$ cat src/hdl/dcache_defs.svh
`ifndef DCACHE_DEFS_SVH
`define DCACHE_DEFS_SVH

// word and address width
`define XLEN        32
`define LINE_W      64

// direct mapped array
`define IDX_W       5
`define TAG_W       8
`define LINES       32

// miss queue
`define MSHR_N      16
`define MSHR_PTR_W  4

// controller tag, zero means no response
`define MEM_TAG_W   4

`endif

$ cat src/hdl/dcache_addr_decode.sv
`timescale 1ns/1ps
`default_nettype none
`include "dcache_defs.svh"

module dcache_addr_decode (
  input  logic [`XLEN-1:0]     ld_addr,
  input  logic                 st_valid,
  input  logic [`XLEN-1:0]     st_addr,
  input  logic [`XLEN-1:0]     st_data,
  input  logic [`XLEN/8-1:0]   st_bytes,
  output logic [`IDX_W-1:0]    ld_idx,
  output logic [`TAG_W-1:0]    ld_tag,
  output logic                 ld_upper,
  output logic [`IDX_W-1:0]    st_idx,
  output logic [`TAG_W-1:0]    st_tag,
  output logic [`XLEN-1:0]     st_line_addr,
  output logic [`LINE_W-1:0]   st_line_data,
  output logic [`LINE_W/8-1:0] st_line_bytes
);

  // addr = tag | index | half | byte offset
  assign ld_idx   = ld_addr[3 +: `IDX_W];
  assign ld_tag   = ld_addr[`IDX_W+3 +: `TAG_W];
  assign ld_upper = ld_addr[2];

  assign st_idx       = st_addr[3 +: `IDX_W];
  assign st_tag       = st_addr[`IDX_W+3 +: `TAG_W];
  assign st_line_addr = {st_addr[`XLEN-1:3], 3'b000};

  // move the word and its lanes into the addressed half
  always_comb begin
    st_line_data  = '0;
    st_line_bytes = '0;
    if (st_addr[2]) begin
      st_line_data[`LINE_W-1:`XLEN] = st_data;
      st_line_bytes[`LINE_W/8-1:`XLEN/8] = st_bytes;
    end else begin
      st_line_data[`XLEN-1:0] = st_data;
      st_line_bytes[`XLEN/8-1:0] = st_bytes;
    end
    if (!st_valid) begin
      st_line_bytes = '0;  // no lanes without a store
    end
  end

endmodule

`default_nettype wire

$ cat config.mk
export PLATFORM = sky130hd
export DESIGN_NAME = dcache_addr_decode
export DESIGN_NICKNAME = d
export VERILOG_FILES = /design/src/hdl/dcache_addr_decode.sv
export VERILOG_INCLUDE_DIRS = /design/src /design/src/hdl
export SDC_FILE = /design/constraint.sdc
export NUM_CORES = 1
export LEC_CHECK = 0
export BUFFER_PORTS_ARGS = -buffer_cell sky130_fd_sc_hd__buf_2
export CORE_AREA = 4 4 88 90
export DETAILED_ROUTE_END_ITERATION = 7
export DIE_AREA = 0 0 92 94
export MAX_ROUTING_LAYER = met4
export PLACE_DENSITY = 0.59
export SLEW_MARGIN = 25
export SYNTH_ARGS = -nofsm -noshare
export SYNTH_HDL_FRONTEND = slang
export SYNTH_SLANG_ARGS = --single-unit
$ cat constraint.sdc
create_clock -name vclk -period 0.89
set_input_delay 0.0445 -clock vclk [all_inputs]
set_output_delay 0.0445 -clock vclk [all_outputs]
set_load 0.005 [all_outputs]
# After elaboration in Yosys (flattened, before gate mapping)
# Index checks and enable logic that the tools add are counted.
[op_classes] muxes=5
[ops] op="$mux 32" count=2
[ops] op="$mux 4" count=2
[ops] op="$mux 8" count=1
[word_totals] ff_bits=0

# Logic depth before layout (Yosys ltp)
[logic_depth] word_depth=2 mapped_depth=2 ltp_nobuf=1

# Least setup slack after synthesis
# No wires, ideal clock.
[synth_timing] kind="input -> output" start="in st_addr[2]" end="out st_line_bytes[2]" arrival_ns=0.396 path_stages=2 path_buffers=1 path_slack_ns=0.449 t_required_ns=0.845 path_cell_list="buf_4 > and3b_1"
[synth_between] elab_chain_cells=2
[synth_rtl] element="start, declared" line="dcache_addr_decode.sv:8" source="input logic [`XLEN-1:0] st_addr,"
[synth_rtl] element="$mux 4" line="dcache_addr_decode.sv:34" source="if (st_addr[2]) begin"
[synth_rtl] element="$mux 8" line="dcache_addr_decode.sv:41" source="if (!st_valid) begin"
[synth_rtl] element="end, declared" line="dcache_addr_decode.sv:18" source="output logic [`LINE_W/8-1:0] st_line_bytes"
# Every way passes these cells.

# Worst setup path after layout
# Same ends and word-level chain as after synthesis.

==> summary.txt <==
Power and ir drop
  – Psw: 189 µW
  – LEAKAGE: 0.726 nW
  – Int Pwr: 256 µW
  – Clk pwr share: 0
  – P per Cell Area: 379 nW/µm²
  – Register share of total power: 0
  – Combinational power share: 1.000
  – Switching share of power: 0.424
  – IR drop worst, VDD: 0.0786 mV

Synth
  – Warnings, synthesis: 0
  – Yosys cell types: 8
  – Largest family of logic cells by synthesized area: buffers and inverters
  – Mapped Cells: 139
  – Post-synthesis mux area share: 0
  – Sequential share of the synthesized area: 0
  – Synth Area in Compound Gates: 0
  – Synth Area in Adders: 0
  – Post-Syn Area: 945 µm²
  – Synth Area per Inst: 6.80 µm²
  – Post-synthesis simple-gate area fraction: 0.487
  – Synth Area in XOR/XNOR: 0

Place
  – Placed Cells: 286
  – Post-DP HPWL: 2.32 mm
  – Port-buffer cells: 110
  – Routability Congestion: 0.714
  – Dpl cell area: 1170 µm²

Cells and area
  – Reg area: 0 µm²
  – Antenna diode count: 0
  – Layout cell share with drive strength beyond 1: 0.599
  – Clk_buf instances: 0
  – Seq Cell Count: 0
  – Layout Nets: 290
  – Area Overhead vs Synth: 24.2%
  – Core Util, Final: 0.166
  – Most common cell after layout, fill and taps aside: buf_2
  – Fin cells: 286
  – Commonest cells after routing, fill and taps aside: buf_2, nor2b_1, and2_1
  – Post-route cell area: 1170 µm²

Critical path
  – Critical path peak fanout: 52
  – Critical Path Source Type: input port
  – Data required, critical path: 0.85 ns
  – Worst path arrival time: 0.68 ns
  – Setup crit end kind: output pin
  – Crit path largest cell delay: 0.20 ns
  – Crit-path most repeated cell: buf_2
  – CP Class: in2out
  – Crit-path cells: buf_2, buf_12, and3b_1, buf_2
  – Slowest stage cell on the critical path: and3b_1

Route
  – DRC violations left: 0
  – Routed len/inst: 9.14 µm
  – Drt initial violations: 4
  – Detail Route Antenna Nets: 0
  – Pre-Repair DR Iteration Count: 2
  – Routed vias: 926
  – Routed wire length: 2.62 mm
  – Vias per inst: 3.24

Timing
  – Max-slew violations: 0
  – Tcrit/Tclk final: 0.812
  – RSZ-0062 raised after global routing: false
  – Hold Vio Cnt, Final: 0
  – Setup TNS: 0 ns
  – Minimum clock period: 0.722 ns
  – Fmax: 1380 MHz
  – Setup violations, final: 0

Floorplan
  – Initial Util: 0.134
  – Die width: 92 µm
  – # rows: 31
  – Die Y: 94 µm
  – Die area: 8650 µm²
  – Core Area: 7060 µm²
  – I/O pins: 232

Global route
  – GR Layer Usage met1: 0.0527
  – Largest net degree at the start of global routing: 53
  – Initial antenna violation count: 0
  – Met3 usage: 0.0136
  – Met2 Track Usage GR: 0.0961
  – Most used routing layer in global routing: met2
  – Total Routing Usage GR: 0.0530
  – Vias in the first global route: 881
  – GR Overflow Total: 0
  – Wire length of the first global-routing pass: 3.93 mm

Worst hold path
  – Min-Delay Path Class: in2out

Clock network
  – Setup Fix Bufs, Post-CTS: 0
  – Post-cts sizing count: 0
  – Hold-fix buffers at CTS: 0

Outcome
  – Status: complete, no violations

Run
  – Max-Cap Viols: 0
layout make-up:
type / count / area (µm²)
multi-input combinational: 75 / 472
tap: 99 / 124
timing repair buffer: 112 / 578
fill: 816 / 5890
logic make-up after synthesis:
logic type,after synthesis
buffers and inverters,66
other,1
and+or+nand+nor,72
per-layer routing:
metal  wire, µm  share of wire
met5          0              0
met3        305           0.12
met2       1340           0.51
met4        104          0.040
met1        868           0.33
metrics by stage:
| stage | setup WS, ns | power, mW | hold WS (ns) |
|---|---|---|---|
| global route | 0.126 | 0.500 | 0.0890 |
| detailed placement | 0.159 | 0.451 | 0.0890 |
| floorplan | 0.449 | 0.401 | 0.170 |
| finish | 0.168 | 0.445 | 0.0890 |
| CTS | 0.159 | 0.452 | 0.0890 |
| global placement | 0.169 | 0.443 | 0.0890 |
worst paths after layout:
kind                     from               end  slack [ns]  depth (start not counted)
setup / recovery   st_addr[2]  st_line_bytes[2]        0.17                          4
hold / removal    st_addr[16]  st_line_addr[16]        0.09                          0
worst max-delay path: cells and delay by family:
| family | cells | cell delay, ns |
|---|---|---|
| buffers and inverters | 3 | 0.42 |
| AND/OR/NAND/NOR | 1 | 0.20 |
cell usage after synthesis (all sizes together):
cell type | n | area (µm²)
and2 | 32 | 200
and3 | 4 | 25.0
and3b | 4 | 35.0
buf | 63 | 465
clkbuf | 3 | 15.0
conb | 1 | 3.75
nor2b | 32 | 200
power groups by stage:
| stage | logic [mW] | registers [mW] | clock network, mW |
|---|---|---|---|
| 2_1_floorplan | 0.401 | 0 | 0 |
| 3_3_place_gp | 0.443 | 0 | 0 |
| 3_5_place_dp | 0.451 | 0 | 0 |
| 4_1_cts | 0.452 | 0 | 0 |
| 5_1_grt | 0.500 | 0 | 0 |
| 6_report | 0.445 | 0 | 0 |
Note: power is estimated with default switching activity, not from simulation.
