### config.mk
export PLATFORM = sky130hd
export DESIGN_NAME = dcache_mem
export DESIGN_NICKNAME = d
export VERILOG_FILES = /design/src/hdl/dcache_mem.sv
export VERILOG_INCLUDE_DIRS = /design/src /design/src/hdl
export SDC_FILE = /design/constraint.sdc
export NUM_CORES = 2
export LEC_CHECK = 0
export BUFFER_PORTS_ARGS = -buffer_cell sky130_fd_sc_hd__clkbuf_2
export CAP_MARGIN = 20
export CORE_MARGIN = 4
export CORE_UTILIZATION = 55
export CTS_BUF_LIST = sky130_fd_sc_hd__clkbuf_16
export DETAILED_ROUTE_END_ITERATION = 12
export GPL_ROUTABILITY_DRIVEN = 0
export PLACE_DENSITY_LB_ADDON = 0.1
export SETUP_SLACK_MARGIN = 0.02
export SKIP_CTS_REPAIR_TIMING = 1
export SLEW_MARGIN = 20
export SYNTH_ARGS = -nofsm -noshare
export SYNTH_HDL_FRONTEND = slang
export SYNTH_SLANG_ARGS = --single-unit
### constraint.sdc
create_clock -name clock -period 26.4 [get_ports clock]
set_input_delay 5.28 -clock clock [delete_from_list [all_inputs] [get_ports clock]]
set_output_delay 5.28 -clock clock [all_outputs]
set_load 0.01 [all_outputs]
### src/hdl/dcache_defs.svh
`ifndef DCACHE_DEFS_SVH
`define DCACHE_DEFS_SVH

// word and address width
`define XLEN        32
`define LINE_W      64

// direct mapped array
`define IDX_W       5
`define TAG_W       8
`define LINES       32

// miss queue
`define MSHR_N      16
`define MSHR_PTR_W  4

// controller tag, zero means no response
`define MEM_TAG_W   4

`endif

### src/hdl/dcache_mem.sv
`timescale 1ns/1ps
`default_nettype none
`include "dcache_defs.svh"

module dcache_mem (
  input  logic                 clock,
  input  logic                 reset,
  // load read
  input  logic [`IDX_W-1:0]    ld_idx,
  input  logic [`TAG_W-1:0]    ld_tag,
  output logic                 rd_hit,
  output logic [`LINE_W-1:0]   rd_line,
  // store write
  input  logic                 st_en,
  input  logic [`IDX_W-1:0]    st_idx,
  input  logic [`TAG_W-1:0]    st_tag,
  input  logic [`LINE_W-1:0]   st_line_data,
  input  logic [`LINE_W/8-1:0] st_line_bytes,
  output logic                 st_hit,
  // refill write
  input  logic                 fill_en,
  input  logic [`IDX_W-1:0]    fill_idx,
  input  logic [`TAG_W-1:0]    fill_tag,
  input  logic [`LINE_W-1:0]   fill_data,
  input  logic                 fill_dirty,
  // displaced line
  output logic                 wb_needed,
  output logic [`XLEN-1:0]     wb_addr,
  output logic [`LINE_W-1:0]   wb_data
);

  logic [`LINE_W-1:0] data_q [`LINES];
  logic [`TAG_W-1:0]  tag_q  [`LINES];
  logic [`LINES-1:0]  valid_q;
  logic [`LINES-1:0]  dirty_q;

  logic [`LINE_W-1:0] st_merged;
  logic               st_same_line;
  logic               fill_same_tag;
  logic               victim_dirty;
  logic               fill_write;

  assign rd_hit  = valid_q[ld_idx] && (tag_q[ld_idx] == ld_tag);
  assign rd_line = data_q[ld_idx];
  assign st_hit  = valid_q[st_idx] && (tag_q[st_idx] == st_tag);

  always_comb begin
    st_merged = data_q[st_idx];
    for (int b = 0; b < `LINE_W/8; b++) begin
      if (st_line_bytes[b]) begin
        st_merged[8*b +: 8] = st_line_data[8*b +: 8];
      end
    end
  end

  // a store hit on the refilled index this cycle belongs to the victim
  assign st_same_line  = st_en && st_hit && (st_idx == fill_idx);
  assign victim_dirty  = dirty_q[fill_idx] || st_same_line;
  assign fill_same_tag = valid_q[fill_idx] && (tag_q[fill_idx] == fill_tag);

  // a dirty copy of the same line is newer than memory, keep it
  assign fill_write = fill_en && !(fill_same_tag && victim_dirty);

  assign wb_needed = fill_en && valid_q[fill_idx] && victim_dirty && !fill_same_tag;
  assign wb_addr   = `XLEN'({tag_q[fill_idx], fill_idx, 3'b000});
  assign wb_data   = st_same_line ? st_merged : data_q[fill_idx];

  // refill comes last so it wins on a shared index
  always_ff @(posedge clock) begin
    if (st_en && st_hit) begin
      data_q[st_idx] <= st_merged;
    end
    if (fill_write) begin
      data_q[fill_idx] <= fill_data;
      tag_q[fill_idx]  <= fill_tag;
    end
  end

  always_ff @(posedge clock) begin
    if (reset) begin
      valid_q <= '0;
      dirty_q <= '0;
    end else begin
      if (st_en && st_hit) begin
        dirty_q[st_idx] <= 1'b1;
      end
      if (fill_write) begin
        valid_q[fill_idx] <= 1'b1;
        dirty_q[fill_idx] <= fill_dirty;
      end
    end
  end

endmodule

`default_nettype wire

# Word level (Yosys, flattened, before mapping)
# Memory sizes are Yosys's and may differ from the RTL's.
# Cells that the tools add are included.
word_totals:
  ram_bits: 2304
  word_cells: 59
  n_memories: 2
  reg_bits: 64
  in_bits: 180
  output_inout_bits: 163
op_classes:
  order_cmp: 5
  n_mux: 29
  n_reduce_logical: 15
  n_eq_ne: 4
  bitwise: 2
memory_table:
  columns: ["memory", "depth", "width", "rd", "rd_ports_with_merged_regs", "wr", "line", "rtl"]
  rows:
  - ["data_q", 32, 64, 3, 0, 2, "dcache_mem.sv:32", "logic [`LINE_W-1:0] data_q [`LINES];"]
  - ["tag_q", 32, 8, 3, 0, 1, "dcache_mem.sv:33", "logic [`TAG_W-1:0] tag_q [`LINES];"]
op_table:
  columns: ["op", "count"]
  rows:
  - ["$mux W32", 3]
  - ["$mux W64", 1]
  - ["$mux W8", 8]
  - ["$or A32 B32 Y32", 2]
  - ["$bwmux W32", 1]
  - ["$eq A8 B8 Y1", 3]
  - ["$bmux W1 S5", 4]
  - ["$lt A5 B6 Y1 const B", 3]
  - ["$logic_and A1 B1 Y1", 12]
  - ["$demux W1 S5", 2]
  - ["$ge A5 B1 Y1 const B", 2]
  - ["$mux W1", 10]
  - ["$eq A5 B5 Y1", 1]
  - ["$logic_not A1 Y1", 2]
  - ["$logic_or A1 B1 Y1", 1]

# Depth between registers and ports, before layout
logic_depth:
  depth_word: 11
  depth_mapped: 18
  ltp_nobuf: 10

# Worst setup path before layout
# Ideal clock, no wire load.
synth_path:
  path_type: "input port to output port"
  startpoint: "in st_idx[0]"
  endpoint: "out wb_data[47]"
  arrival_ps: 8560
  setup_slack_ps: 12560
  path_stages: 15
  path_buffers: 9
  required_ps: 21120
  cell_sequence: "buf_6 -> buf_6 -> buf_4 -> buf_4 -> buf_4 -> buf_4 -> buf_2 -> buf_1 -> mux4_2 -> a221oi_1 -> o221ai_1 -> mux2_2 -> buf_2 -> nor2_1 -> a21oi_1"
synth_between:
  elab_chain_len: 6
  word_cells_on_any_way: 11
  classes_between: "eq/ne (2); mux (4); reduce/logical (3); memory (2)"
synth_lines:
  columns: ["item", "line", "rtl"]
  rows:
  - ["start: declaration", "dcache_mem.sv:15", "input logic [`IDX_W-1:0] st_idx,"]
  - ["$mem_v2 Z32 W8 or $bmux W1 S5 (tied branches)", null, null]
  - ["$eq A8 B8 Y1 or $mux W1 (tied branches)", "dcache_mem.sv:45", "assign st_hit = valid_q[st_idx] && (tag_q[st_idx] == st_tag);"]
  - ["$logic_and A1 B1 Y1", "dcache_mem.sv:45", null]
  - ["$logic_and A1 B1 Y1 (2 in series)", "dcache_mem.sv:57", "assign st_same_line = st_en && st_hit && (st_idx == fill_idx);"]
  - ["$mux W64 (*)", "dcache_mem.sv:66", "assign wb_data = st_same_line ? st_merged : data_q[fill_idx];"]
  - ["end: declaration", "dcache_mem.sv:29", "output logic [`LINE_W-1:0] wb_data"]
# Mark *: on every way between the ends. The rest lies on a longest branch, timed or not. The select of a mux whose other input is x is not followed.

# Final worst setup path
layout_path:
  startpoint: "in st_idx[4]"
  endpoint: "out wb_data[37]"
# Same word-level chain as after synthesis.

==> impl_metrics.tcl <==
set metrics [dict create \
    synth_area_leaders "edfxtp_1 (45%), mux4_2 (26%), mux2_2 (15%)" \
    holdPathStages 2 \
    grt-ovfl-total 0 \
    synthArstFlopShare_pct 0 \
    antenna_found_initial 52 \
    p_per_area_nw_per_um2 56.9 \
    seqPwrFrac_pct 44.6 \
    final_util_pct 59.8 \
    hold_start "dirty_q[17]$_SDFF_PP0_" \
    finalHoldViolations 0 \
    status "finished clean" \
    start_util_pct 55.2 \
    cts_tree "done" \
    cp-start-kind "input port" \
    tightestPinTransition_ns 1.30 \
    ys_ff_latch 2368 \
    slew_headroom_pct 12.6 \
    critPathMaxFanout 56 \
    synth_compound_area_share_pct 4.39 \
    comb_power_share_pct 16.1 \
    vias_per_cell 8.29 \
    synth_top_area_share_pct 44.8 \
    clkLatencyLatePin_ns 0.92 \
    netlist_area_um2 154000 \
    clockPowerShare_pct 39.3 \
    syn_area_per_cell_um2 16.2 \
    rows 194 \
    area_delta_synth_final_pct 8.20 \
    drtIter0Drc 21263 \
    final_max_slew_viol_count 0 \
    r2r_cells 12 \
    crit_arrival_ns 12.34 \
    postRouteAntennaNets 0 \
    ios 343 \
    setup-tns-final_ns 0 \
    max_freq_mhz 56.8 \
    p_sw_share_pct 26.4 \
    cts_buffers 280 \
    period_needed_ns 17.62 \
    grt_pass1_vias 105003 \
    clkSinkCount 2368 \
    p_int_mw 6.99 \
    drive_above_1_share_pct 53.7 \
    r2r_slack_ns 19.42 \
    yosysMostFrequentCell "edfxtp_1" \
    fin_skew_ns 0.0415 \
    irDropWorstVdd_v 0.0000506 \
    endpoint_kind "output pin" \
    ys.flop_type "edfxtp_1" \
    nets 9346 \
    wire_per_inst_um 48.5 \
    min_period_over_period_pct 66.7 \
    ys_warn_count 0 \
    synth_area_leader_cell "edfxtp_1" \
    h-tree-depth 5 \
    synth-adder-area-share_pct 0 \
    cts_buffer_depth 4 \
    grt_max_degree 143 \
    fillers 21060 \
    die_w_um 538 \
    die-area_um2 289000 \
    reg2reg_from "tag_q[2][4]$_DFFE_PP_" \
    path_clk_slew_ns 0.06 \
    synth_edf_count 2304 \
    holdPathEnd "dirty_q[17]$_SDFF_PP0_" \
    holdCritPathClass "flip-flop to flip-flop" \
    worstReg2RegEnd "data_q[23][59]$_DFFE_PP_" \
    required_ns 21.12 \
    core-area_um2 279000 \
    grtUsageTotal_pct 43.5 \
    drc 0 \
    rsz0062_at_grt "false" \
    maxCapViolations 0 \
    crit_type "input port to output pin" \
    vias 108941 \
    p_leak_nw 54.3 \
    wirelength_mm 638 \
    p_switching_mw 2.51 \
    muxShareOfSynthArea_pct 44.0 \
    grt_first_pass_wirelength_mm 866 \
    ys_seq_area_share_pct 45.7 \
    dr.pass1.iters 6 \
    port_buffers 323 \
    hpwl_mm 336 \
    setup_viol 0 \
    die_h_um 538 \
    synth_top_family_by_area "multiplexers" \
    synthXorXnorAreaFrac_pct 0.114 \
    clockRootBuffer "clkbuf_16" \
    synthCells 9539 \
    synth.top_cells.by_count "edfxtp_1 (2,304), mux2_2 (2,094), mux4_2 (1,787), clkbuf_1 (755), mux2i_1 (312)" \
    synthDistinctLibCells 78 \
    synthSimpleGateAreaFrac_pct 1.99 \
]
stage by stage:
step / total power [mW] / instances / setup slack, ns / hold slack (ns) / area [µm²]
finish: 9.50 / 13137 / 8.78 / 0.465 / 167000
global route: 9.71 / 13101 / 9.06 / 0.496 / 167000
CTS: 9.45 / 13087 / 9.28 / 0.460 / 167000
detailed placement: 5.79 / 12603 / 9.26 / 0.454 / 158000
global placement: 5.77 / 12600 / 9.30 / 0.446 / 158000
floorplan: 5.35 / 9557 / 12.56 / 0.428 / 154000
power by group through the flow:
stage,logic [mW],clock network (mW),registers [mW]
global route,1.58,3.89,4.24
global placement,1.45,0,4.31
CTS,1.48,3.73,4.24
detailed placement,1.47,0,4.32
finish,1.53,3.73,4.24
floorplan,1.04,0,4.31
metal layers:
metal	vias up	wire length, µm	share of wire [%]	GRT usage [%]
met3	2442	107000	17	16.3
met5	-	362	0.057	0.395
met4	36	46600	7.3	25.7
met2	10953	272000	43	61.4
li1	39389	-	-	-
met1	56121	212000	33	57.8
critical path, stage by stage:
cell	delay, ns
buf_6	0.40
buf_4	0.67
buf_4	0.72
nor2b_4	0.06
buf_4	0.46
and2_4	0.71
a221o_1	0.45
nor3_1	0.46
xnor2_1	0.23
nor4_4	0.12
nand4b_1	0.13
buf_4	0.79
buf_4	0.72
nor2_1	0.10
a21oi_1	0.41
clkbuf_2	0.22
kinds of logic (layout without fill, tap and decap cells):
| family | Yosys count | after routing |
|---|---|---|
| compound gates | 978 | 978 |
| xor+xnor | 20 | 20 |
| buf+inv | 1344 | 1155 |
| flops | 2368 | 2368 |
| mux | 4257 | 4257 |
| other cells | 1 | 64 |
| simple gates | 571 | 571 |
state kept, by name (all words and copies together) (netlist names):
signal   flops
data_q    2048
dirty_q     32
tag_q      256
valid_q     32
area by class of cell:
cell class              count  area [µm²]  area share (%)
multi-input cells        5845       78700            47.1
flip-flops and latches   2368       70500            42.2
clock buffers             288        7210            4.32
well taps                3724        4660            2.79
repair buffers            613        4360            2.61
clock inverters           196        1200           0.719
inverters                  58         225           0.135
diodes                     45         113          0.0675
placed cells by master (no fill, tap or decap), types with 32 or more instances in the layout:
cell type  synthesis  routed
clkinv_2           0      35
o21a_1            41      35
nand2_1          174     165
a22oi_1          298     298
nor2_1           151     147
a221o_1           36      36
a21oi_1          222     201
clkbuf_16          0     288
inv_1             57     117
mux2_4            48      48
clkinv_1           1      73
clkbuf_2           1     311
o22ai_1          145     145
edfxtp_1        2304    2304
mux2i_1          312     312
diode_2            0      45
mux4_2          1787    1787
and4_1            65      65
o21ai_4            0      46
buf_4            141     256
a31oi_1           32      32
a211oi_1          36      36
nor4_1            33      33
mux2_2          2094    2094
dfxtp_1           64      64
worst max path at each step:
| stage | slack [ns] | startpoint | end |
|---|---|---|---|
| global placement | 9.30 | st_idx[4] | wb_data[37] |
| finish | 8.78 | st_idx[4] | wb_data[37] |
| global route | 9.06 | st_idx[4] | wb_data[37] |
| floorplan | 12.56 | st_idx[0] | wb_data[47] |
| CTS | 9.28 | st_idx[4] | wb_data[37] |
| detailed placement | 9.26 | st_idx[4] | wb_data[37] |
Power figures use the tool's default switching activity.
