==> src/hdl/dcache_defs.svh <==
`ifndef DCACHE_DEFS_SVH
`define DCACHE_DEFS_SVH

// word and address width
`define XLEN        32
`define LINE_W      64

// direct mapped array
`define IDX_W       5
`define TAG_W       8
`define LINES       32

// miss queue
`define MSHR_N      16
`define MSHR_PTR_W  4

// controller tag, zero means no response
`define MEM_TAG_W   4

`endif

==> src/hdl/mem_bus_pkg.sv <==
`default_nettype none
`include "dcache_defs.svh"

package mem_bus_pkg;

  // command toward the memory controller
  typedef enum logic [1:0] {
    BUS_NONE  = 2'd0,
    BUS_LOAD  = 2'd1,
    BUS_STORE = 2'd2
  } bus_command_e;

  // response and return tag share this width
  typedef logic [`MEM_TAG_W-1:0] mem_tag_t;

endpackage

`default_nettype wire

==> src/hdl/dcache_pkg.sv <==
`default_nettype none
`include "dcache_defs.svh"

package dcache_pkg;
  import mem_bus_pkg::*;

  // why an entry sits in the miss queue
  typedef enum logic [1:0] {
    MISS_LOAD      = 2'd0,
    MISS_STORE     = 2'd1,
    MISS_WRITEBACK = 2'd2
  } miss_kind_e;

  typedef struct packed {
    miss_kind_e           kind;
    bus_command_e         command;
    logic [`XLEN-1:0]     addr;     // line aligned
    logic [`LINE_W-1:0]   data;     // store bytes or victim line
    logic [`LINE_W/8-1:0] bytes;    // valid lanes of data
    logic                 upper;    // load word in upper half
    logic                 issued;
    mem_tag_t             mem_tag;  // given on acceptance
  } mshr_entry_t;

endpackage

`default_nettype wire

==> src/hdl/dcache_refill.sv <==
`timescale 1ns/1ps
`default_nettype none
`include "dcache_defs.svh"

module dcache_refill
  import dcache_pkg::*, mem_bus_pkg::*;
(
  input  logic               head_retire,
  input  mshr_entry_t        head_entry,
  input  logic [`LINE_W-1:0] mem_rdata,
  output logic               fill_en,
  output logic [`IDX_W-1:0]  fill_idx,
  output logic [`TAG_W-1:0]  fill_tag,
  output logic [`LINE_W-1:0] fill_data,
  output logic               fill_dirty,
  output logic               broadcast_valid,
  output logic [`XLEN-1:0]   broadcast_data
);

  logic is_store_miss;

  assign is_store_miss = head_entry.kind == MISS_STORE;

  // only fetched lines go into the array
  assign fill_en  = head_retire && (head_entry.command == BUS_LOAD);
  assign fill_idx = head_entry.addr[3 +: `IDX_W];
  assign fill_tag = head_entry.addr[`IDX_W+3 +: `TAG_W];

  always_comb begin
    fill_data = mem_rdata;
    if (is_store_miss) begin
      for (int b = 0; b < `LINE_W/8; b++) begin
        if (head_entry.bytes[b]) begin
          fill_data[8*b +: 8] = head_entry.data[8*b +: 8];  // pending store wins
        end
      end
    end
  end

  assign fill_dirty = is_store_miss;

  assign broadcast_valid = fill_en && (head_entry.kind == MISS_LOAD);
  assign broadcast_data  = head_entry.upper ? mem_rdata[`LINE_W-1:`XLEN]
                                            : mem_rdata[`XLEN-1:0];

endmodule

`default_nettype wire

==> config.mk <==
export PLATFORM = sky130hd
export DESIGN_NAME = dcache_refill
export DESIGN_NICKNAME = d
export VERILOG_FILES = /design/src/hdl/mem_bus_pkg.sv /design/src/hdl/dcache_pkg.sv /design/src/hdl/dcache_refill.sv
export VERILOG_INCLUDE_DIRS = /design/src /design/src/hdl
export SDC_FILE = /design/constraint.sdc
export NUM_CORES = 1
export LEC_CHECK = 0
export ABC_AREA = 1
export ABC_CLOCK_PERIOD_IN_PS = 1400
export BUFFER_PORTS_ARGS = -buffer_cell sky130_fd_sc_hd__buf_2
export CAP_MARGIN = 10
export CORE_AREA = 2 2 113 115
export DETAILED_ROUTE_END_ITERATION = 10
export DIE_AREA = 0 0 115 117
export PLACE_DENSITY_LB_ADDON = 0.25
export SYNTH_ARGS = -nofsm -noshare
export SYNTH_HDL_FRONTEND = slang
export SYNTH_SLANG_ARGS = --single-unit
export TNS_END_PERCENT = 100
==> constraint.sdc <==
create_clock -name vclk -period 1.4
set_input_delay 0.14 -clock vclk [all_inputs]
set_output_delay 0.14 -clock vclk [all_outputs]
set_load 0.05 [all_outputs]
Yosys cells after proc, flatten, opt, wreduce, memory -nomap -nowiden
Cells that the tools add are included.
Widths: inputs -> output; s select.
- equality and inequality tests: 2
- multiplexer cells: 10
- reduce and logical (&&, ||, !) cells: 3
- operator list (kind ; count):
    $mux 64 ; 1
    $mux 8 ; 8
    $mux 32 ; 1
    $eq 2x1->1 const B ; 2
    $logic_and 1x1->1 ; 2
    $logic_not 2->1 ; 1
- logic and storage cells: 15
- register bits after elaboration: 0
- output and inout bits: 112

Longest topological paths before layout
Gate-level depths: netlist (run 1).
- depth in word-level cells: 3
- mapped depth: 5

Worst setup path before layout (run 1)
Ideal clock, no wire load.
- kind: input port to output port
- start point: input head_entry[112] (netlist bit)
- end point: output broadcast_valid
- setup slack: -0.291 ns
- data required time: 1.260 ns
- buffers on the path: 2
- stages: 5
- arrival time: 1.551 ns
- cell sequence: buf_6 buf_12 inv_1 nand2_1 nor3_1
- cells in the longest elaborated chain, start to end: 2
- ends and longest elaborated chain (what ; line ; source):
    start: declaration ; dcache_refill.sv:9 ; input mshr_entry_t head_entry,
    $logic_not 2->1 ; dcache_refill.sv:42 ; assign broadcast_valid = fill_en && (head_entry.kind == MISS_LOAD);
    $logic_and 1x1->1 ; dcache_refill.sv:42 ;
    end: declaration ; dcache_refill.sv:16 ; output logic broadcast_valid,
No other way between the ends.

Worst setup path after layout (run 1)
- start point: input head_entry[113] (netlist bit)
- end point: output fill_data[30]
- cells in the longest elaborated chain, start to end: 2
- ends and longest elaborated chain (what ; line ; source):
    $eq 2x1->1 ; dcache_refill.sv:22 ; assign is_store_miss = head_entry.kind == MISS_STORE;
    $mux 64 ; dcache_refill.sv:31 ; if (is_store_miss) begin
    end: declaration ; dcache_refill.sv:14 ; output logic [`LINE_W-1:0] fill_data,
No other way between the ends.

==> impl_results.md, run 1 <==
* Final setup viols at 0
* Final period util at 94.4%
* Largest delay share family, worst path: buffers and inverters
* Ranking of synthesized cells by area: nand2_1, nand4_1, o21ai_0
* Max frequency at 757 MHz
* Post-synth top area cell: nand2_1
* CP arrival at 1.18 ns
* Post-Route WL at 9.20 mm
* Hold Path Stages at 0
* Tot Pwr at 1.65 mW
* CP max-delay cell: buf_2
* Vias in the first global route at 2,571
* Lkg Pwr at 1.92 nW
* Pins over their slew limit at 0
* Routed len/inst at 13.0 um
* DP HPWL at 7.88 mm
* ANT cells at 0
* CP startpoint kind: input pin
* Initial Util at 13.9%
* Worst Path Required at 1.26 ns
* Syn Area/Cell at 4.94 um2
* Worst Hold Class: in2out
* Yosys cell types at 14
* Die area at 13,500 um2
* Post-route insts no fill at 709
* PD cells at 552 nW/um2
* Relative slew slack at 82.3%
* Post-synthesis net count at 525
* Yosys top cell area share at 35.6%
* 1st-pass router iterations at 4
* Slowest stage delay, CP at 0.26 ns
* Die Width at 115 um
* Fraction of layout cells with a size suffix above 1 at 47.6%
* IO Port Bufs at 241
* Initial antenna violation count at 1
* Cells after DPL at 709
* Seq_cells at 0
* Synth top cells by count: nand2_1, nand4_1, inv_1
* Crit end category: output pin
* CP dominant cell by count: buf_2
* Die span in y at 117 um
* Combinational power share at 100.0%
* Clkbuf count at 0
* Area growth from synthesis to layout at 74.6%
* Worst IR drop on VDD at 0.156 mV
* Final hold viol count at 0
* Residual DRC at 0
* Core box area at 12,300 um2
* Cells after Synth at 346
* Num ports at 291
* Clock network power share at 0%
* Internal at 436 uW
* GRT Util Overall at 11.9%
* GR Overflow Total at 0
* Final Critical Period at 1.32 ns
* Total number of vias at 3,033
* Nets at 740
* Ys Warns at 0
* RSZ-0062 raised after global routing: true
* Routability cong. at 0.823
* First-pass GRT wire length at 13.0 mm
* Run status: completed
* Pin count of the biggest net entering global routing at 47
* Share of power burned in registers at 0%
* Most frequent cell after synthesis: nand2_1
* Worst-Margin Slew at 0.267 ns
* Post-synthesis cell area at 1710 um2
* Post-route ant nets at 0
* CP Max Fanout at 31
* Sequential area share after synthesis at 0%
* Number of max-cap violations at 0
* DR iter-0 viols at 127
* WS Path Type: in2out
* Critical Path Source: head_entry[113]
* Worst Hold End: fill_tag[5]
* Register area at 0 um2
* Num rows at 41
* Net switching power figure at 1.21 mW
* Vias/cell at 4.28
* Worst path bufs/invs at 5
* Hold_buf cts at 0
* Critical-path cell list: buf_2, inv_4, buf_12, buf_4, nand4_1, nand2_1, buf_2
* Sw Share at 73.5%
* Hold wc startpoint: head_entry[91]
per-stage QoR:
stage                     instance area (um2)  setup WS, ns  TNS [ns]  utilization, %  hold slack, ns
after global routing                     2980     0.0000130         0            24.2           0.280
final                                    2980        0.0789         0            24.2           0.280
after detailed placement                 2930       -0.0354    -0.351            23.8           0.280
after global placement                   2930       -0.0315    -0.272            23.8           0.280
after floorplan                          1710        -0.285     -7.91               -           0.382
after CTS                                2960       0.00233         0            24.0           0.280
cells in the final DEF (no fill, tap or decap):
| cell | instances |
|---|---|
| nor2_1 | 2 |
| nand3_2 | 7 |
| inv_4 | 1 |
| clkbuf_4 | 2 |
| nand4_1 | 64 |
| nor3_2 | 1 |
| buf_2 | 239 |
| nand2_1 | 162 |
| o21ai_1 | 2 |
| buf_12 | 5 |
| buf_4 | 9 |
| nand3_4 | 1 |
| buf_6 | 1 |
| inv_1 | 33 |
| o21ai_0 | 30 |
cells by family (layout without fill, tap and decap cells):
logic type	Yosys count	count (layout)	share of synthesized area, %
AO/OA/AOI/OAI	32	32	9.38
buffers and inverters	77	290	28.5
AND/OR/NAND/NOR	237	237	62.1
routing by layer:
metal	vias to the layer above	part of all wire [%]	wire [um]	track usage (%)
met3	8	6.7	621	1.24
met5	-	0.14	13	0
met1	1328	41	3800	15.3
met4	2	0.87	80	1.20
li1	1563	-	-	-
met2	132	51	4680	22.0
power by group through the flow:
stage	Clock, mW	Sequential, mW	Combinational [mW]
6_report	0	0	1.65
5_1_grt	0	0	1.75
4_1_cts	0	0	1.65
3_5_place_dp	0	0	1.64
3_3_place_gp	0	0	1.64
2_1_floorplan	0	0	1.24
worst max path at each step:
| stage | slack [ns] | cells past startpoint | to |
|---|---|---|---|
| 3_3_place_gp | -0.03 | 7 | fill_data[37] |
| 6_report | 0.08 | 7 | fill_data[30] |
| 3_5_place_dp | -0.04 | 7 | fill_data[48] |
| 5_1_grt | 0.00001 | 7 | fill_data[30] |
| 2_1_floorplan | -0.28 | 3 | broadcast_data[23] |
| 4_1_cts | 0.002 | 7 | fill_data[28] |
area by class of cell:
type	instances	area, um2
Multi-Input combinational cell	269	1270
Inverter	34	130
Tap cell	150	188
Timing Repair Buffer	256	1390
Fill cell	1445	9330
timing repair:
item,in CTS,in global routing
endpoints found under the setup margin,25,23
resized for setup,6,6
setup buffers,0,0
No activity file was read; power rests on OpenSTA's default activity.
==> inputs of run 2 (changes only) <==
--- a/config.mk
+++ b/config.mk
@@ -6,13 +6,12 @@
 export SDC_FILE = /design/constraint.sdc
 export NUM_CORES = 1
 export LEC_CHECK = 0
-export ABC_AREA = 1
-export ABC_CLOCK_PERIOD_IN_PS = 1400
+export ABC_CLOCK_PERIOD_IN_PS = 1700
 export BUFFER_PORTS_ARGS = -buffer_cell sky130_fd_sc_hd__buf_2
 export CAP_MARGIN = 10
-export CORE_AREA = 2 2 113 115
+export CORE_AREA = 2 2 112 114
 export DETAILED_ROUTE_END_ITERATION = 10
-export DIE_AREA = 0 0 115 117
+export DIE_AREA = 0 0 114 116
 export PLACE_DENSITY_LB_ADDON = 0.25
 export SYNTH_ARGS = -nofsm -noshare
 export SYNTH_HDL_FRONTEND = slang
==> constraint.sdc (replaced) <==
create_clock -name vclk -period 1.7
set_input_delay 0.17 -clock vclk [all_inputs]
set_output_delay 0.17 -clock vclk [all_outputs]
set_load 0.05 [all_outputs]
==> impl_results.md, run 2 <==
* Total negative slack at 0 ns (unchanged)
* Internal at 396 uW (was 436 uW)
* Post-route ant nets at 0 (unchanged)
* Vias in the first global route at 1,850 (was 2,571)
* Clock network power share at 0% (about the same)
* Largest delay share family, worst path: buffers and inverters (unchanged)
* CP Max Fanout at 10 (was 31)
* Final Critical Period at 1.53 ns
* Syn Area/Cell at 11.0 um2 (was 4.94 um2)
* Critical Path Source: head_entry[112] (was head_entry[113])
* Area growth from synthesis to layout at 92.6% (was 74.6%)
* Die span in y at 116 um (was 117 um)
* Clkbuf count at 0 (unchanged)
* Cells after Synth at 126 (was 346)
* Total number of vias at 1,916 (was 3,033)
* RSZ-0062 raised after global routing: false (was true)
* Initial antenna violation count at 0 (was 1)
* Yosys top cell area share at 76.1% (was 35.6%)
* First-pass GRT wire length at 8.74 mm (was 13.0 mm)
* Fraction of layout cells with a size suffix above 1 at 98.6% (was 47.6%)
* Relative slew slack at 67.7% (was 82.3%)
* DR iter-0 viols at 20 (was 127)
* Register area at 0 um2 (unchanged)
* Worst IR drop on VDD at 0.171 mV (was 0.156 mV)
* GRT Util Overall at 8.21% (was 11.9%)
* Synth top cells by count: mux2_2, buf_4, nand3b_4 (was nand2_1, nand4_1, inv_1)
* FILL cells at 1,287 (was 1,445)
* ANT cells at 0 (unchanged)
* Post-synth top area cell: mux2_2 (was nand2_1)
* CP arrival at 1.36 ns (was 1.18 ns)
* Ranking of synthesized cells by area: mux2_2, nand3b_4, buf_4 (was nand2_1, nand4_1, o21ai_0)
* Number of max-cap violations at 0 (unchanged)
* Slowest stage delay, CP at 0.40 ns (was 0.26 ns)
* Final hold viol count at 0 (unchanged)
* Core box area at 11,900 um2 (was 12,300 um2)
* Max frequency at 656 MHz
* Hold Path Stages at 0 (unchanged)
* Lkg Pwr at 1.49 nW (was 1.92 nW)
* Net switching power figure at 836 uW (was 1.21 mW)
* Die Width at 114 um (was 115 um)
* Final period util at 89.7%
* CP startpoint kind: input pin (unchanged)
* Num rows at 40 (was 41)
* Post-Route WL at 6.53 mm (was 9.20 mm)
* Fin util at 22.5% (was 24.2%)
* Commonest non-fill, non-tap cell in the layout: buf_2 (unchanged)
* Ys Warns at 0 (unchanged)
* Run status: completed (unchanged)
* Final setup viols at 0 (unchanged)
* CP dominant cell by count: buf_2 (unchanged)
* Crit end category: output pin (unchanged)
* Worst path bufs/invs at 2 (was 5)
* Worst Hold End: fill_idx[0] (was fill_tag[5])
* Yosys cell types at 11 (was 14)
* Worst Hold Class: in2out (unchanged)
* Routability cong. at 0.660 (was 0.823)
* Initial Util at 11.7% (was 13.9%)
* Sequential area share after synthesis at 0% (unchanged)
* Hold wc startpoint: head_entry[81] (was head_entry[91])
* Placed cell area at 2680 um2 (was 2930 um2)
* Post CTS Setup Buffer Count at 0 (unchanged)
* Num ports at 291 (unchanged)
* Seq_cells at 0 (unchanged)
* Nets at 531 (was 740)
* Post-synthesis net count at 305 (was 525)
* Most frequent cells in the layout: buf_2, mux2_2, nand3b_4 (was buf_2, nand2_1, nand4_1)
* Tot Pwr at 1.23 mW (was 1.65 mW)
* DP HPWL at 5.76 mm (was 7.88 mm)
* Die area at 13,200 um2 (was 13,500 um2)
* Final instance area at 2680 um2 (was 2980 um2)
* Final hold slack at 0.340 ns (was 0.280 ns)
* Routed len/inst at 13.1 um (was 13.0 um)
* Pins over their slew limit at 0 (unchanged)
* IO Port Bufs at 241 (unchanged)
* Hold_buf cts at 0 (unchanged)
* CP max-delay cell: buf_2 (unchanged)
* Most frequent cell after synthesis: mux2_2 (was nand2_1)
* 1st-pass router iterations at 3 (was 4)
* Area of the multi-input gates at 1270 um2 (about the same)
* WS Path Type: in2out (unchanged)
* Combinational power share at 100.0% (about the same)
* Pin count of the biggest net entering global routing at 33 (was 47)
* PD cells at 460 nW/um2 (was 552 nW/um2)
* Post-synthesis cell area at 1390 um2 (was 1710 um2)
* Residual DRC at 0 (unchanged)
* CTS resizes at 0 (was 6)
* Worst-Margin Slew at 0.485 ns (was 0.267 ns)
* Critical-path cell list: buf_2, nand3b_4, mux2_2, buf_2 (was buf_2, inv_4, buf_12, buf_4, nand4_1, nand2_1, buf_2)
* Worst Path Required at 1.53 ns (was 1.26 ns)
* GR Overflow Total at 0 (unchanged)
* Vias/cell at 3.86 (was 4.28)
* Share of power burned in registers at 0% (about the same)
* Sw Share at 67.9% (was 73.5%)
run 2: cell types whose count changed in the layout (fill, tap and decap cells not counted), moves of 2 or more:
cell | previous run | this run
mux2_2 | 0 | 94
nand3b_4 | 0 | 8
buf_4 | 9 | 0
buf_12 | 5 | 1
nand4_1 | 64 | 0
nand3_2 | 7 | 0
inv_1 | 33 | 0
mux2_1 | 0 | 2
nand2_1 | 162 | 1
o21ai_0 | 30 | 0
buf_2 | 239 | 241
o21ai_1 | 2 | 0
clkbuf_4 | 2 | 0
run 2: worst max-delay path by stage:
stage / to / slack (ns) / cells past startpoint
6_report: fill_data[19] / 0.17 / 4
2_1_floorplan: broadcast_valid / 0.27 / 2
3_3_place_gp: fill_data[4] / 0.12 / 4
4_1_cts: fill_data[4] / 0.11 / 4
3_5_place_dp: fill_data[4] / 0.11 / 4
5_1_grt: fill_data[20] / 0.07 / 4
run 2: per-stage QoR:
stage | instances | worst slack (ns)
final | 497 | 0.175
after global routing | 497 | 0.0747
after CTS | 497 | 0.109
after detailed placement | 497 | 0.108
after global placement | 497 | 0.123
after floorplan | 126 | 0.273
run 2: cells by family after synthesis:
group / after synthesis / share of synthesized area (%)
mux: 96 / 77.8
simple gates: 12 / 13.0
buf+inv: 18 / 9.27
run 2: power by group through the flow:
stage          clock, mW  sequential [mW]  combinational (mW)
3_3_place_gp           0                0                1.24
2_1_floorplan          0                0               0.962
6_report               0                0                1.23
4_1_cts                0                0                1.25
5_1_grt                0                0                1.29
3_5_place_dp           0                0                1.24
run 2: metal layers:
| metal | track usage, % | vias up | share of wire (%) |
|---|---|---|---|
| li1 | - | 921 | - |
| met1 | 8.67 | 859 | 34 |
| met2 | 17.7 | 134 | 55 |
| met3 | 1.26 | 2 | 10 |
| met4 | 0.163 | 0 | 0.092 |
| met5 | 0 | - | 0 |
run 2: final cells by class:
class	count	share of cell area, %
Multi-Input combinational cell	108	47.3
Tap cell	147	6.87
Timing Repair Buffer	242	45.8
